`config.mk`:
```
export PLATFORM = sky130hd
export DESIGN_NAME = rv_core_top
export DESIGN_NICKNAME = d
export VERILOG_FILES = /design/src/verilog/rv_config.sv /design/src/verilog/rv_isa_pkg.sv /design/src/verilog/alu.sv /design/src/verilog/regfile.sv /design/src/verilog/immediate_generator.sv /design/src/verilog/singlecycle_datapath.sv /design/src/verilog/singlecycle_control.sv /design/src/verilog/rv_core_top.sv
export SDC_FILE = /design/constraint.sdc
export NUM_CORES = 2
export LEC_CHECK = 0
export BUFFER_PORTS_ARGS = -buffer_cell sky130_fd_sc_hd__buf_2
export CORE_MARGIN = 4
export CORE_UTILIZATION = 35
export DETAILED_ROUTE_END_ITERATION = 10
export PLACE_DENSITY = 0.47
export REMOVE_ABC_BUFFERS = 1
export SLEW_MARGIN = 20
export SYNTH_ARGS = -nofsm -noshare
export SYNTH_HDL_FRONTEND = slang
export SYNTH_SLANG_ARGS = --single-unit
```
`constraint.sdc`:
```
create_clock -name clock -period 13.65 [get_ports clock]
set_input_delay 2.73 -clock clock [delete_from_list [all_inputs] [get_ports clock]]
set_output_delay 2.73 -clock clock [all_outputs]
set_load 0.05 [all_outputs]
```
`src/verilog/rv_config.sv`:
```
/*
 * Core configuration constants
 * Data width, reset PC and register file geometry
 */

package rv_config;

  //----------------------------------------------------------------------
  // Data path geometry
  //----------------------------------------------------------------------

  // One machine word
  localparam int unsigned xlen = 32;

  // Fetch starts here after reset
  localparam logic [xlen-1:0] initial_pc = 32'h0000_0000;

  //----------------------------------------------------------------------
  // Register file
  //----------------------------------------------------------------------

  localparam int unsigned reg_count = 32;
  localparam int unsigned reg_addr_width = 5;

endpackage

```
`src/verilog/rv_isa_pkg.sv`:
```
/*
 * RV32I encodings shared by control and data path
 * Opcodes, ALU functions, next-PC and writeback selects, funct3 codes
 */

package rv_isa_pkg;

  // Major opcodes, inst[6:0]
  typedef enum logic [6:0] {
    op_lui    = 7'b0110111,
    op_auipc  = 7'b0010111,
    op_jal    = 7'b1101111,
    op_jalr   = 7'b1100111,
    op_branch = 7'b1100011,
    op_load   = 7'b0000011,
    op_store  = 7'b0100011,
    op_imm    = 7'b0010011,
    op_reg    = 7'b0110011
  } opcode_e;

  // ALU functions; the last four only serve branch compares
  typedef enum logic [4:0] {
    alu_add  = 5'd0,
    alu_sub  = 5'd1,
    alu_sll  = 5'd2,
    alu_slt  = 5'd3,
    alu_sltu = 5'd4,
    alu_xor  = 5'd5,
    alu_srl  = 5'd6,
    alu_sra  = 5'd7,
    alu_or   = 5'd8,
    alu_and  = 5'd9,
    alu_seq  = 5'd10,
    alu_sne  = 5'd11,
    alu_sge  = 5'd12,
    alu_sgeu = 5'd13
  } alu_function_e;

  typedef enum logic [1:0] {
    pc_plus_4   = 2'd0,
    pc_plus_imm = 2'd1,
    pc_alu      = 2'd2
  } next_pc_e;

  typedef enum logic [2:0] {
    wb_alu       = 3'd0,
    wb_mem       = 3'd1,
    wb_pc_plus_4 = 3'd2,
    wb_imm       = 3'd3
  } writeback_e;

  //----------------------------------------------------------------------
  // funct3 codes for branches and word memory access
  //----------------------------------------------------------------------

  localparam logic [2:0] f3_beq  = 3'b000;
  localparam logic [2:0] f3_bne  = 3'b001;
  localparam logic [2:0] f3_blt  = 3'b100;
  localparam logic [2:0] f3_bge  = 3'b101;
  localparam logic [2:0] f3_bltu = 3'b110;
  localparam logic [2:0] f3_bgeu = 3'b111;
  localparam logic [2:0] f3_lw   = 3'b010;
  localparam logic [2:0] f3_sw   = 3'b010;

endpackage

```
`src/verilog/alu.sv`:
```
/*
 * 32-bit combinational ALU
 * Arithmetic, logic, shifts and branch compares
 */

module alu (
  input  rv_isa_pkg::alu_function_e alu_function,
  input  logic [31:0]               operand_a,
  input  logic [31:0]               operand_b,
  output logic [31:0]               result
);

  import rv_isa_pkg::*;

  logic [4:0] shamt;

  // Shift amount is always the low five bits
  assign shamt = operand_b[4:0];

  always_comb begin
    case (alu_function)
      alu_add:  result = operand_a + operand_b;
      alu_sub:  result = operand_a - operand_b;
      alu_sll:  result = operand_a << shamt;
      alu_srl:  result = operand_a >> shamt;
      alu_sra:  result = $signed(operand_a) >>> shamt;
      alu_xor:  result = operand_a ^ operand_b;
      alu_or:   result = operand_a | operand_b;
      alu_and:  result = operand_a & operand_b;
      // Compares leave a flag in bit 0
      alu_slt:  result = {31'b0, $signed(operand_a) < $signed(operand_b)};
      alu_sltu: result = {31'b0, operand_a < operand_b};
      alu_seq:  result = {31'b0, operand_a == operand_b};
      alu_sne:  result = {31'b0, operand_a != operand_b};
      alu_sge:  result = {31'b0, $signed(operand_a) >= $signed(operand_b)};
      alu_sgeu: result = {31'b0, operand_a >= operand_b};
      default:  result = '0;
    endcase
  end

  // Control must never hand over an encoding outside the enum
  always_comb begin
    assert final (alu_function inside {alu_add, alu_sub, alu_sll, alu_slt, alu_sltu,
                                       alu_xor, alu_srl, alu_sra, alu_or, alu_and,
                                       alu_seq, alu_sne, alu_sge, alu_sgeu})
      else $error("alu: unknown function %0d", alu_function);
  end

endmodule

```
`src/verilog/regfile.sv`:
```
/*
 * Integer register file, two read ports and one write port
 * x0 reads as zero and ignores writes
 */

module regfile (
  input  logic                                clock,
  input  logic [rv_config::reg_addr_width-1:0] rs1_address,
  input  logic [rv_config::reg_addr_width-1:0] rs2_address,
  input  logic                                write_enable,
  input  logic [rv_config::reg_addr_width-1:0] rd_address,
  input  logic [rv_config::xlen-1:0]           rd_data,
  output logic [rv_config::xlen-1:0]           rs1_data,
  output logic [rv_config::xlen-1:0]           rs2_data
);

  import rv_config::*;

  // No storage behind x0
  logic [xlen-1:0] registers [1:reg_count-1];

  always_ff @(posedge clock) begin
    if (write_enable && (rd_address != '0)) begin
      registers[rd_address] <= rd_data;
    end
  end

  assign rs1_data = (rs1_address == '0) ? '0 : registers[rs1_address];
  assign rs2_data = (rs2_address == '0) ? '0 : registers[rs2_address];

endmodule

```
`src/verilog/immediate_generator.sv`:
```
/*
 * Immediate decode for the I, S, B, U and J formats
 */

module immediate_generator (
  input  logic [rv_config::xlen-1:0] inst,
  output logic [rv_config::xlen-1:0] immediate
);

  import rv_config::*;

  always_comb begin
    case (inst[6:0])
      // I type: op-imm, load, jalr
      7'b0010011, 7'b0000011, 7'b1100111:
        immediate = {{(xlen-12){inst[31]}}, inst[31:20]};
      // S type
      7'b0100011:
        immediate = {{(xlen-12){inst[31]}}, inst[31:25], inst[11:7]};
      // B type, halfword offset
      7'b1100011:
        immediate = {{(xlen-13){inst[31]}}, inst[31], inst[7], inst[30:25],
                     inst[11:8], 1'b0};
      // U type: lui, auipc
      7'b0110111, 7'b0010111:
        immediate = {inst[31:12], 12'b0};
      // J type
      7'b1101111:
        immediate = {{(xlen-21){inst[31]}}, inst[31], inst[19:12], inst[20],
                     inst[30:21], 1'b0};
      default:
        immediate = '0;
    endcase
  end

endmodule

```
`src/verilog/singlecycle_datapath.sv`:
```
/*
 * Single-cycle data path
 * PC register, field split, operand and writeback muxes, next-PC logic
 */

module singlecycle_datapath (
  input  logic                      clock,
  input  logic [rv_config::xlen-1:0] inst,
  input  rv_isa_pkg::alu_function_e alu_function,
  input  logic                      alu_operand_a_select,
  input  logic                      alu_operand_b_select,
  input  logic                      reset,
  input  logic                      regfile_write_enable,
  input  logic [rv_config::xlen-1:0] data_mem_read_data,
  input  rv_isa_pkg::writeback_e    reg_writeback_select,
  input  rv_isa_pkg::next_pc_e      next_pc_select,
  input  logic                      pc_write_enable,
  output logic [rv_config::xlen-1:0] pc,
  output logic [rv_config::xlen-1:0] rs2_data,
  output rv_isa_pkg::opcode_e       inst_opcode,
  output logic [2:0]                inst_funct3,
  output logic [6:0]                inst_funct7,
  output logic [rv_config::xlen-1:0] alu_result
);

  import rv_config::*;
  import rv_isa_pkg::*;

  logic [reg_addr_width-1:0] rd_idx;
  logic [reg_addr_width-1:0] rs1_idx;
  logic [reg_addr_width-1:0] rs2_idx;
  logic [xlen-1:0]           rs1_data;
  logic [xlen-1:0]           immediate;
  logic [xlen-1:0]           operand_a;
  logic [xlen-1:0]           operand_b;
  logic [xlen-1:0]           pc_plus_4_value;
  logic [xlen-1:0]           pc_plus_imm_value;
  logic [xlen-1:0]           pc_next;
  logic [xlen-1:0]           rd_data;

  //----------------------------------------------------------------------
  // Instruction fields
  //----------------------------------------------------------------------

  assign inst_opcode = opcode_e'(inst[6:0]);
  assign rd_idx      = inst[11:7];
  assign inst_funct3 = inst[14:12];
  assign rs1_idx     = inst[19:15];
  assign rs2_idx     = inst[24:20];
  assign inst_funct7 = inst[31:25];

  //----------------------------------------------------------------------
  // Execute
  //----------------------------------------------------------------------

  // a: rs1 or PC, b: rs2 or immediate
  assign operand_a = alu_operand_a_select ? pc : rs1_data;
  assign operand_b = alu_operand_b_select ? immediate : rs2_data;

  // Dedicated adders, the ALU stays free for branch compares
  assign pc_plus_4_value   = pc + 32'd4;
  assign pc_plus_imm_value = pc + immediate;

  always_comb begin
    case (next_pc_select)
      pc_plus_imm: pc_next = pc_plus_imm_value;
      pc_alu:      pc_next = {alu_result[xlen-1:1], 1'b0};
      default:     pc_next = pc_plus_4_value;
    endcase
  end

  always_comb begin
    case (reg_writeback_select)
      wb_mem:       rd_data = data_mem_read_data;
      wb_pc_plus_4: rd_data = pc_plus_4_value;
      wb_imm:       rd_data = immediate;
      default:      rd_data = alu_result;
    endcase
  end

  always_ff @(posedge clock) begin
    if (reset) begin
      pc <= initial_pc;
    end else if (pc_write_enable) begin
      pc <= pc_next;
    end
  end

  alu alu_core (
    .alu_function (alu_function),
    .operand_a    (operand_a),
    .operand_b    (operand_b),
    .result       (alu_result)
  );

  regfile regs (
    .clock        (clock),
    .rs1_address  (rs1_idx),
    .rs2_address  (rs2_idx),
    .write_enable (regfile_write_enable),
    .rd_address   (rd_idx),
    .rd_data      (rd_data),
    .rs1_data     (rs1_data),
    .rs2_data     (rs2_data)
  );

  immediate_generator igen (
    .inst      (inst),
    .immediate (immediate)
  );

  // Misaligned jump targets are not trapped, so catch them here
  pc_aligned: assert property (@(posedge clock) disable iff (reset) pc[1:0] == 2'b00);

endmodule

```
`src/verilog/singlecycle_control.sv`:
```
/*
 * Single-cycle control
 * Opcode and funct decode, branch resolution from the ALU compare
 */

module singlecycle_control (
  input  rv_isa_pkg::opcode_e        inst_opcode,
  input  logic [2:0]                 inst_funct3,
  input  logic [6:0]                 inst_funct7,
  input  logic [rv_config::xlen-1:0] alu_result,
  output rv_isa_pkg::alu_function_e  alu_function,
  output logic                       alu_operand_a_select,
  output logic                       alu_operand_b_select,
  output logic                       regfile_write_enable,
  output rv_isa_pkg::writeback_e     reg_writeback_select,
  output rv_isa_pkg::next_pc_e       next_pc_select,
  output logic                       data_write_enable
);

  import rv_isa_pkg::*;

  logic     is_branch;
  next_pc_e decoded_next_pc;

  // alt picks sub over add and sra over srl
  function automatic alu_function_e arith_function(input logic [2:0] funct3,
                                                   input logic alt);
    case (funct3)
      3'b000:  return alt ? alu_sub : alu_add;
      3'b001:  return alu_sll;
      3'b010:  return alu_slt;
      3'b011:  return alu_sltu;
      3'b100:  return alu_xor;
      3'b101:  return alt ? alu_sra : alu_srl;
      3'b110:  return alu_or;
      default: return alu_and;
    endcase
  endfunction

  function automatic alu_function_e branch_function(input logic [2:0] funct3);
    case (funct3)
      f3_beq:  return alu_seq;
      f3_bne:  return alu_sne;
      f3_blt:  return alu_slt;
      f3_bge:  return alu_sge;
      f3_bltu: return alu_sltu;
      default: return alu_sgeu;
    endcase
  endfunction

  //----------------------------------------------------------------------
  // Main decode
  //----------------------------------------------------------------------

  always_comb begin
    // Anything not matched below retires as a NOP
    alu_function         = alu_add;
    alu_operand_a_select = 1'b0;
    alu_operand_b_select = 1'b0;
    regfile_write_enable = 1'b0;
    reg_writeback_select = wb_alu;
    decoded_next_pc      = pc_plus_4;
    data_write_enable    = 1'b0;
    is_branch            = 1'b0;

    case (inst_opcode)
      op_lui: begin
        regfile_write_enable = 1'b1;
        reg_writeback_select = wb_imm;
      end
      op_auipc: begin
        alu_operand_a_select = 1'b1;
        alu_operand_b_select = 1'b1;
        regfile_write_enable = 1'b1;
      end
      op_jal: begin
        regfile_write_enable = 1'b1;
        reg_writeback_select = wb_pc_plus_4;
        decoded_next_pc      = pc_plus_imm;
      end
      op_jalr: begin
        alu_operand_b_select = 1'b1;
        regfile_write_enable = 1'b1;
        reg_writeback_select = wb_pc_plus_4;
        decoded_next_pc      = pc_alu;
      end
      op_branch: begin
        if (inst_funct3 inside {f3_beq, f3_bne, f3_blt, f3_bge, f3_bltu, f3_bgeu}) begin
          alu_function = branch_function(inst_funct3);
          is_branch    = 1'b1;
        end
      end
      op_load: begin
        if (inst_funct3 == f3_lw) begin
          alu_operand_b_select = 1'b1;
          regfile_write_enable = 1'b1;
          reg_writeback_select = wb_mem;
        end
      end
      op_store: begin
        if (inst_funct3 == f3_sw) begin
          alu_operand_b_select = 1'b1;
          data_write_enable    = 1'b1;
        end
      end
      op_imm: begin
        // Only srai carries the alt bit since addi has no subtract form
        alu_function = arith_function(inst_funct3,
                                      (inst_funct3 == 3'b101) && inst_funct7[5]);
        alu_operand_b_select = 1'b1;
        regfile_write_enable = 1'b1;
      end
      op_reg: begin
        alu_function         = arith_function(inst_funct3, inst_funct7[5]);
        regfile_write_enable = 1'b1;
      end
      default: begin
      end
    endcase
  end

  // Compare flag lands in bit 0 of the ALU result
  assign next_pc_select = (is_branch && alu_result[0]) ? pc_plus_imm : decoded_next_pc;

endmodule

```
`src/verilog/rv_core_top.sv`:
```
/*
 * Single-cycle RV32I core top level
 * Control plus data path, fetch and data memory ports
 */

module rv_core_top (
  input  logic                       clock,
  input  logic                       reset,
  input  logic [rv_config::xlen-1:0] inst,
  output logic [rv_config::xlen-1:0] pc,
  output logic [rv_config::xlen-1:0] data_address,
  output logic [rv_config::xlen-1:0] data_write_data,
  output logic                       data_write_enable,
  input  logic [rv_config::xlen-1:0] data_read_data
);

  import rv_config::*;
  import rv_isa_pkg::*;

  opcode_e         inst_opcode;
  logic [2:0]      inst_funct3;
  logic [6:0]      inst_funct7;
  logic [xlen-1:0] alu_result;
  alu_function_e   alu_function;
  logic            alu_operand_a_select;
  logic            alu_operand_b_select;
  logic            regfile_write_enable;
  writeback_e      reg_writeback_select;
  next_pc_e        next_pc_select;

  // Loads and stores address memory straight from the ALU
  assign data_address = alu_result;

  singlecycle_datapath datapath (
    .clock                (clock),
    .inst                 (inst),
    .alu_function         (alu_function),
    .alu_operand_a_select (alu_operand_a_select),
    .alu_operand_b_select (alu_operand_b_select),
    .reset                (reset),
    .regfile_write_enable (regfile_write_enable),
    .data_mem_read_data   (data_read_data),
    .reg_writeback_select (reg_writeback_select),
    .next_pc_select       (next_pc_select),
    .pc_write_enable      (1'b1),
    .pc                   (pc),
    .rs2_data             (data_write_data),
    .inst_opcode          (inst_opcode),
    .inst_funct3          (inst_funct3),
    .inst_funct7          (inst_funct7),
    .alu_result           (alu_result)
  );

  singlecycle_control control (
    .inst_opcode          (inst_opcode),
    .inst_funct3          (inst_funct3),
    .inst_funct7          (inst_funct7),
    .alu_result           (alu_result),
    .alu_function         (alu_function),
    .alu_operand_a_select (alu_operand_a_select),
    .alu_operand_b_select (alu_operand_b_select),
    .regfile_write_enable (regfile_write_enable),
    .reg_writeback_select (reg_writeback_select),
    .next_pc_select       (next_pc_select),
    .data_write_enable    (data_write_enable)
  );

endmodule

```
* After elaboration in Yosys (flattened, before gate mapping)
Memories as Yosys holds them, arrays and structs flattened.
Index checks and enable logic that the tools add are counted.
** Cells by class
- Add/sub/neg operators :: 4
- Order comparisons :: 4
- Eq/ne operators :: 36
- Shift-type cells :: 3
- Muxes and demuxes :: 30
- Bitwise logic cells :: 3
- Reduce and logical (&&, ||, !) cells :: 15
** Operators by type and width (number)
- 32-bit one-hot mux with 14 select lines :: 1
- 32-bit one-hot mux with 5 select lines :: 1
- 32-bit 2-to-1 mux :: 4
- 32-bit one-hot mux with 3 select lines :: 1
- 5-bit one-hot mux with 7 select lines :: 2
- 32-bit adder :: 2
- 32-bit >= comparator :: 2
- 32-bit less-than comparator :: 2
- 32-bit one-hot mux with 2 select lines :: 1
- 32-bit by 3-bit adder with 32-bit output, second input constant :: 1
- 32-bit bitwise AND :: 1
- 32-bit equality test :: 1
- 32-bit inequality test :: 1
- 32-bit bitwise OR :: 1
- 32-bit by 5-bit << shifter with 32-bit output :: 1
- 32-bit by 5-bit >> shifter with 32-bit output :: 1
- 32-bit by 5-bit >>> shifter with 32-bit output :: 1
- 32-bit subtractor :: 1
- 32-bit bitwise XOR :: 1
- 5-bit by 4-bit equality test with 1-bit output, second input constant :: 6
- 7-bit by 6-bit equality test with 1-bit output, second input constant :: 3
- 7-bit equality test, second input constant :: 3
- 5-bit by 3-bit equality test with 1-bit output, second input constant :: 4
- 4-bit one-hot mux with 5 select lines :: 1
- 24 further kinds :: 52
** Word-level totals
- Register bits after elaboration :: 32
- Bits in writable memories :: 992
- Output and inout bits :: 97
- Logic and storage cells :: 97
- Memories kept :: 1
** Memory list
- datapath.regs.registers :: depth 31, bits a word 32, read ports 2, clocked after memory_dff 0, write ports 1, line regfile.sv:20 : logic [xlen-1:0] registers [1:reg_count-1];

* Depth between registers and ports, before layout
- Depth in word-level cells :: 11
- Mapped depth :: 38
- Gate-level depth less buffers :: 27

* By module
From an unflattened synthesis, not the netlist that was laid out.
** Second synthesis, totals
- Cell total of the unflattened synthesis :: 4887
- Area, all modules :: 62397.3 sq um
** By module, submodules not included
- regfile :: instances 1, cells each 2593, area each 46489.6 sq um, seq. area each 29788.6 sq um
- alu :: instances 1, cells each 1334, area each 8998.6 sq um, seq. area each 0.0 sq um
- singlecycle_datapath :: instances 1, cells each 826, area each 5999.5 sq um, seq. area each 640.6 sq um
- immediate_generator :: instances 1, cells each 79, area each 546.8 sq um, seq. area each 0.0 sq um
- singlecycle_control :: instances 1, cells each 54, area each 359.1 sq um, seq. area each 0.0 sq um
- rv_core_top :: instances 1, cells each 1, area each 3.8 sq um, seq. area each 0.0 sq um

* Worst setup path before layout
No wires, ideal clock.
- Kind :: input to output
- Start :: in inst[20] in the netlist's numbering
- End :: out data_address[22] in the netlist's numbering
- Data arrival time :: 9.053 ns
- Data required time :: 10.920 ns
- Setup slack :: 1.867 ns
- Stages on the path :: 29
- Path through :: buf_6 buf_6 buf_6 buf_4 buf_4 buf_2 buf_4 buf_2 buf_2 mux2i_1 a21oi_1 mux4_2 mux2i_1 nor2_1 nand2_1 o21ai_0 ha_1 o21bai_1 a21oi_1 a21o_1 a311o_1 a311o_1 a21oi_1 o21bai_1 a311oi_1 xor2_1 o211ai_1 a2111oi_2 inv_1
** On the way
- Cells in the longest elaborated chain, start to end :: 5
- Elaborated cells between the ends (all ways) :: 14
- Those cells by class :: add/sub: 2; shift: 3; mux: 4; bitwise: 3; reduce/logical: 1; memory: 1
** Ends and longest elaborated chain
- start, declared :: line rv_core_top.sv:9 : input logic [rv_config::xlen-1:0] inst,
- memory 31 x 32 bit or 5-bit logical NOT (tied branches)
- 32-bit 2-to-1 mux * :: line regfile.sv:29 : assign rs2_data = (rs2_address == '0) ? '0 : registers[rs2_address];
- net data_write_data, one bit :: line rv_core_top.sv:12 : output logic [rv_config::xlen-1:0] data_write_data,
- 32-bit 2-to-1 mux * :: line singlecycle_datapath.sv:58 : assign operand_b = alu_operand_b_select ? immediate : rs2_data;
- 32-bit subtractor or 32-bit adder (tied branches) :: line alu.sv:23, alu.sv:22
- 32-bit one-hot mux with 14 select lines * :: line alu.sv:21 : case (alu_function)
- end, declared :: line rv_core_top.sv:11 : output logic [rv_config::xlen-1:0] data_address,
The timed path passes the listed nets; every way through them passes the cells marked *.

* Worst setup path in the final report
- Start :: in inst[20] in the netlist's numbering
- End :: out data_address[29] in the netlist's numbering
** On the way
- Cells in the longest elaborated chain, start to end :: 5
- Elaborated cells between the ends (all ways) :: 14
- Those cells by class :: add/sub: 2; shift: 3; mux: 4; bitwise: 3; reduce/logical: 1; memory: 1
** Ends and longest elaborated chain
- memory 31 x 32 bit or 5-bit logical NOT (tied branches)
- 32-bit 2-to-1 mux :: line regfile.sv:29
- 32-bit 2-to-1 mux * :: line singlecycle_datapath.sv:58
- 32-bit subtractor (tied with other cells) :: line alu.sv:23 : alu_sub: result = operand_a - operand_b;
- 32-bit one-hot mux with 14 select lines * :: line alu.sv:21
Every way passes the cells marked *; elsewhere a longest branch is shown, timed or not.

==> metrics.md <==
| Metric | Value |
|---|---|
| Status | finished clean |
| Post-route cell area | 68800 um2 |
| Critical Path RT | 10920 ps |
| Row cnt | 153 |
| Cell count of the worst reg-to-reg path | 24 |
| Post-synth top area share | 48.6% |
| CTS resizes | 0 |
| Hold Slack | 695 ps |
| IO buf count | 162 |
| Root buf cell | clkbuf_16 |
| Global-route wire length before repair | 375 mm |
| Worst Setup Start Kind | input pin |
| Worst R2R Start | datapath.regs.registers[23][7] |
| FF+latch count, synth | 1024 |
| Final setup fails | 0 |
| Maximum clock path buffer count | 3 |
| Hold-fix buffers, CTS | 0 |
| Ys Warns | 0 |
| IO Pins | 163 |
| Synth unique cells | 126 |
| Placer Congestion | 1.00 |
| Slew Limit Fails | 0 |
| Post-DR vias/cell | 6.50 |
| Worst path cell trace | buf_8, buf_12, buf_4, mux4_2, mux4_2, mux2i_1, o21ai_0, o21a_1, ha_1, nor4b_1, nand4b_1, a211oi_1, o22ai_1, a211o_1, nand2_1, a31oi_1, o31ai_1, a211oi_1, buf_4, inv_1, buf_2 |
| Period utilization | 96.0% |
| Synth area leader | edfxtp_1 |
| CP endpoint kind | primary output |
| Final WL | 276 mm |
| Starting density of the core | 35.3% |
| Vias in the first global route | 45125 |
| Number of routed nets with antenna violations | 0 |
| Initial DRC count | 5754 |
| Commonest non-fill, non-tap cell in the layout | edfxtp_1 |
| Worst skew pair latency | 730 ps |
| Commonest non-fill, non-tap cells in the layout | edfxtp_1, mux4_2, mux2i_1 |
| Area growth, synth to finish | 12.1% |
| Mapped Avg Cell Area | 13.3 um2 |
| Hold wc startpoint | datapath.pc[0] |
| Pre-Repair DR Iteration Count | 6 |
| Crit-path max cell delay | 740 ps |
| Worst-path fanout max | 34 |
| Reg2reg end | datapath.pc[30] |
| Dpl hpwl | 186 mm |
| Area of the core | 174000 um2 |
| Number of CTS-inserted buffers | 107 |
| VDD IR max | 0.000116 V |
| Leakage | 24.1 nW |
| Seq/Total Area, Yosys | 49.6% |
| Slowest CP cell | mux2i_1 |
| GR Util All Layers | 29.6% |
| Gate Count Post-Synth | 4599 |
| MaxCap Viol Count | 0 |
| Worst path arrival time | 10380 ps |
| Mapped Area | 61400 um2 |
| Pwr dens | 135 nW/um2 |
| CTS tree | built |
| H-tree depth | 3 |
| Sum of negative setup slack | 0 ps |
| Clock Skew | 49.3 ps |
| RSZ-0062 raised after global routing | false |
| Routed vias | 46521 |
| Core Util, Final | 39.5% |
| Worst Hold End | datapath.pc[0] |
| Avg WL per Cell | 38.5 um |
| Worst min path class | reg -> reg |
| Worst-margin pin slew | 1160 ps |
| Placed Area | 65400 um2 |
| Rel. slew slack | 20.3% |
| Crit Path Class | in -> out |
| Die area | 182000 um2 |
| Worst-path clk slew | 60 ps |
| Clk sinks | 1024 |
| Post-CTS Setup Inserts | 0 |
| Min Tclk post-route | 13110 ps |
| Asr flop ratio synth | 0% |
| Highest achievable clock rate | 0.0763 GHz |
| Share of cells above drive strength 1 | 24.1% |
| Post-synth EDFFs | 992 |
| Die H | 427 um |
| FF-to-FF setup slack | 4650 ps |
| Synth top area cells | edfxtp_1, mux4_2, mux2i_1, ha_1, a21oi_1 |
| Total grt overflow | 0 |
| Top_reg_cell synth | edfxtp_1 |
| Largest net degree at the start of global routing | 72 |
| Die width | 427 um |
| Initial antenna violation count | 11 |
| Final Hold Viols | 0 |
| DR DRC count | 0 |
| Final net count | 4942 |
| Hold path cells | 3 |
-- Yosys cell counts (39+ instances only) --
| cell type | number |
|---|---|
| a211oi_1 | 54 |
| a21o_1 | 69 |
| a21oi_1 | 232 |
| a221oi_1 | 54 |
| a22oi_1 | 58 |
| buf_2 | 88 |
| buf_4 | 41 |
| clkbuf_1 | 154 |
| edfxtp_1 | 992 |
| ha_1 | 136 |
| inv_1 | 145 |
| mux2_2 | 60 |
| mux2i_1 | 306 |
| mux4_2 | 419 |
| nand2_1 | 270 |
| nand3_1 | 86 |
| nor2_1 | 284 |
| nor3_1 | 41 |
| o211ai_1 | 52 |
| o21a_1 | 39 |
| o21ai_0 | 186 |
| o221ai_1 | 47 |
| o22ai_1 | 57 |
-- layer usage --
metal | track usage (%) | up-vias | routed length, um
li1 | - | 18860 | -
met1 | 37.9 | 24505 | 107000
met2 | 48.7 | 2559 | 130000
met3 | 4.25 | 593 | 21000
met4 | 16.0 | 4 | 17900
met5 | 0 | - | 30
-- area by class of cell --
cell class	instances	area, um2
flip-flops and latches	1024	30400
multi-input cells	3080	28900
repair buffers	373	2610
inverters	151	569
clock buffers	128	2820
well taps	2325	2910
fillers	16393	105000
clock inverters	66	509
diodes	5	12.5
-- how the worst max path moves through the flow --
stage | cells past startpoint | slack, ps | from | endpoint
after detailed placement | 21 | 590 | inst[20] | data_address[29]
final | 21 | 540 | inst[20] | data_address[29]
after CTS | 21 | 570 | inst[20] | data_address[29]
after floorplan | 20 | -2060 | inst[6] | data_address[22]
after global placement | 21 | 570 | inst[20] | data_address[29]
after global routing | 21 | 380 | inst[20] | data_address[29]
-- state kept, by name (all words and copies together), names as in the netlist --
name and count:
datapath.regs.registers 992, datapath.pc 32
-- logic make-up (layout without fill, tap and decap cells) --
logic type | count (synthesis) | count (layout) | synth area share [%]
AOI/OAI and AO/OA | 1141 | 1141 | 13.1
DFF | 1024 | 1024 | 49.6
and+or+nand+nor | 929 | 929 | 7.26
muxes | 810 | 810 | 22.3
buffers and inverters | 495 | 718 | 4.01
adders and majority gates | 139 | 139 | 2.87
xor gates and xnor gates | 61 | 61 | 0.871
other | 0 | 5 | 0
-- power by group --
group | switching, mW | internal [mW] | leakage (nW)
Combinational | 1.87 | 0.694 | 13.3
Sequential | 0.00582 | 3.84 | 9.17
Clock | 1.27 | 1.58 | 1.63
Total | 3.15 | 6.11 | 24.1
-- stage by stage --
step / total power, mW / instances / setup WS (ps)
2_1_floorplan: 5.29 / 4255 / -2060
3_3_place_gp: 6.42 / 6953 / 573
3_5_place_dp: 6.42 / 6953 / 593
4_1_cts: 9.26 / 7147 / 566
5_1_grt: 9.55 / 7147 / 385
6_report: 9.26 / 7152 / 544
-- critical path, delay by kind of cell --
family / cells / cell delay [ps]
buf+inv: 6 / 1690
compound gates: 8 / 2450
fa+ha+maj: 1 / 490
mux: 3 / 1800
simple gates: 3 / 1030
(Power assumes the default switching activity.)
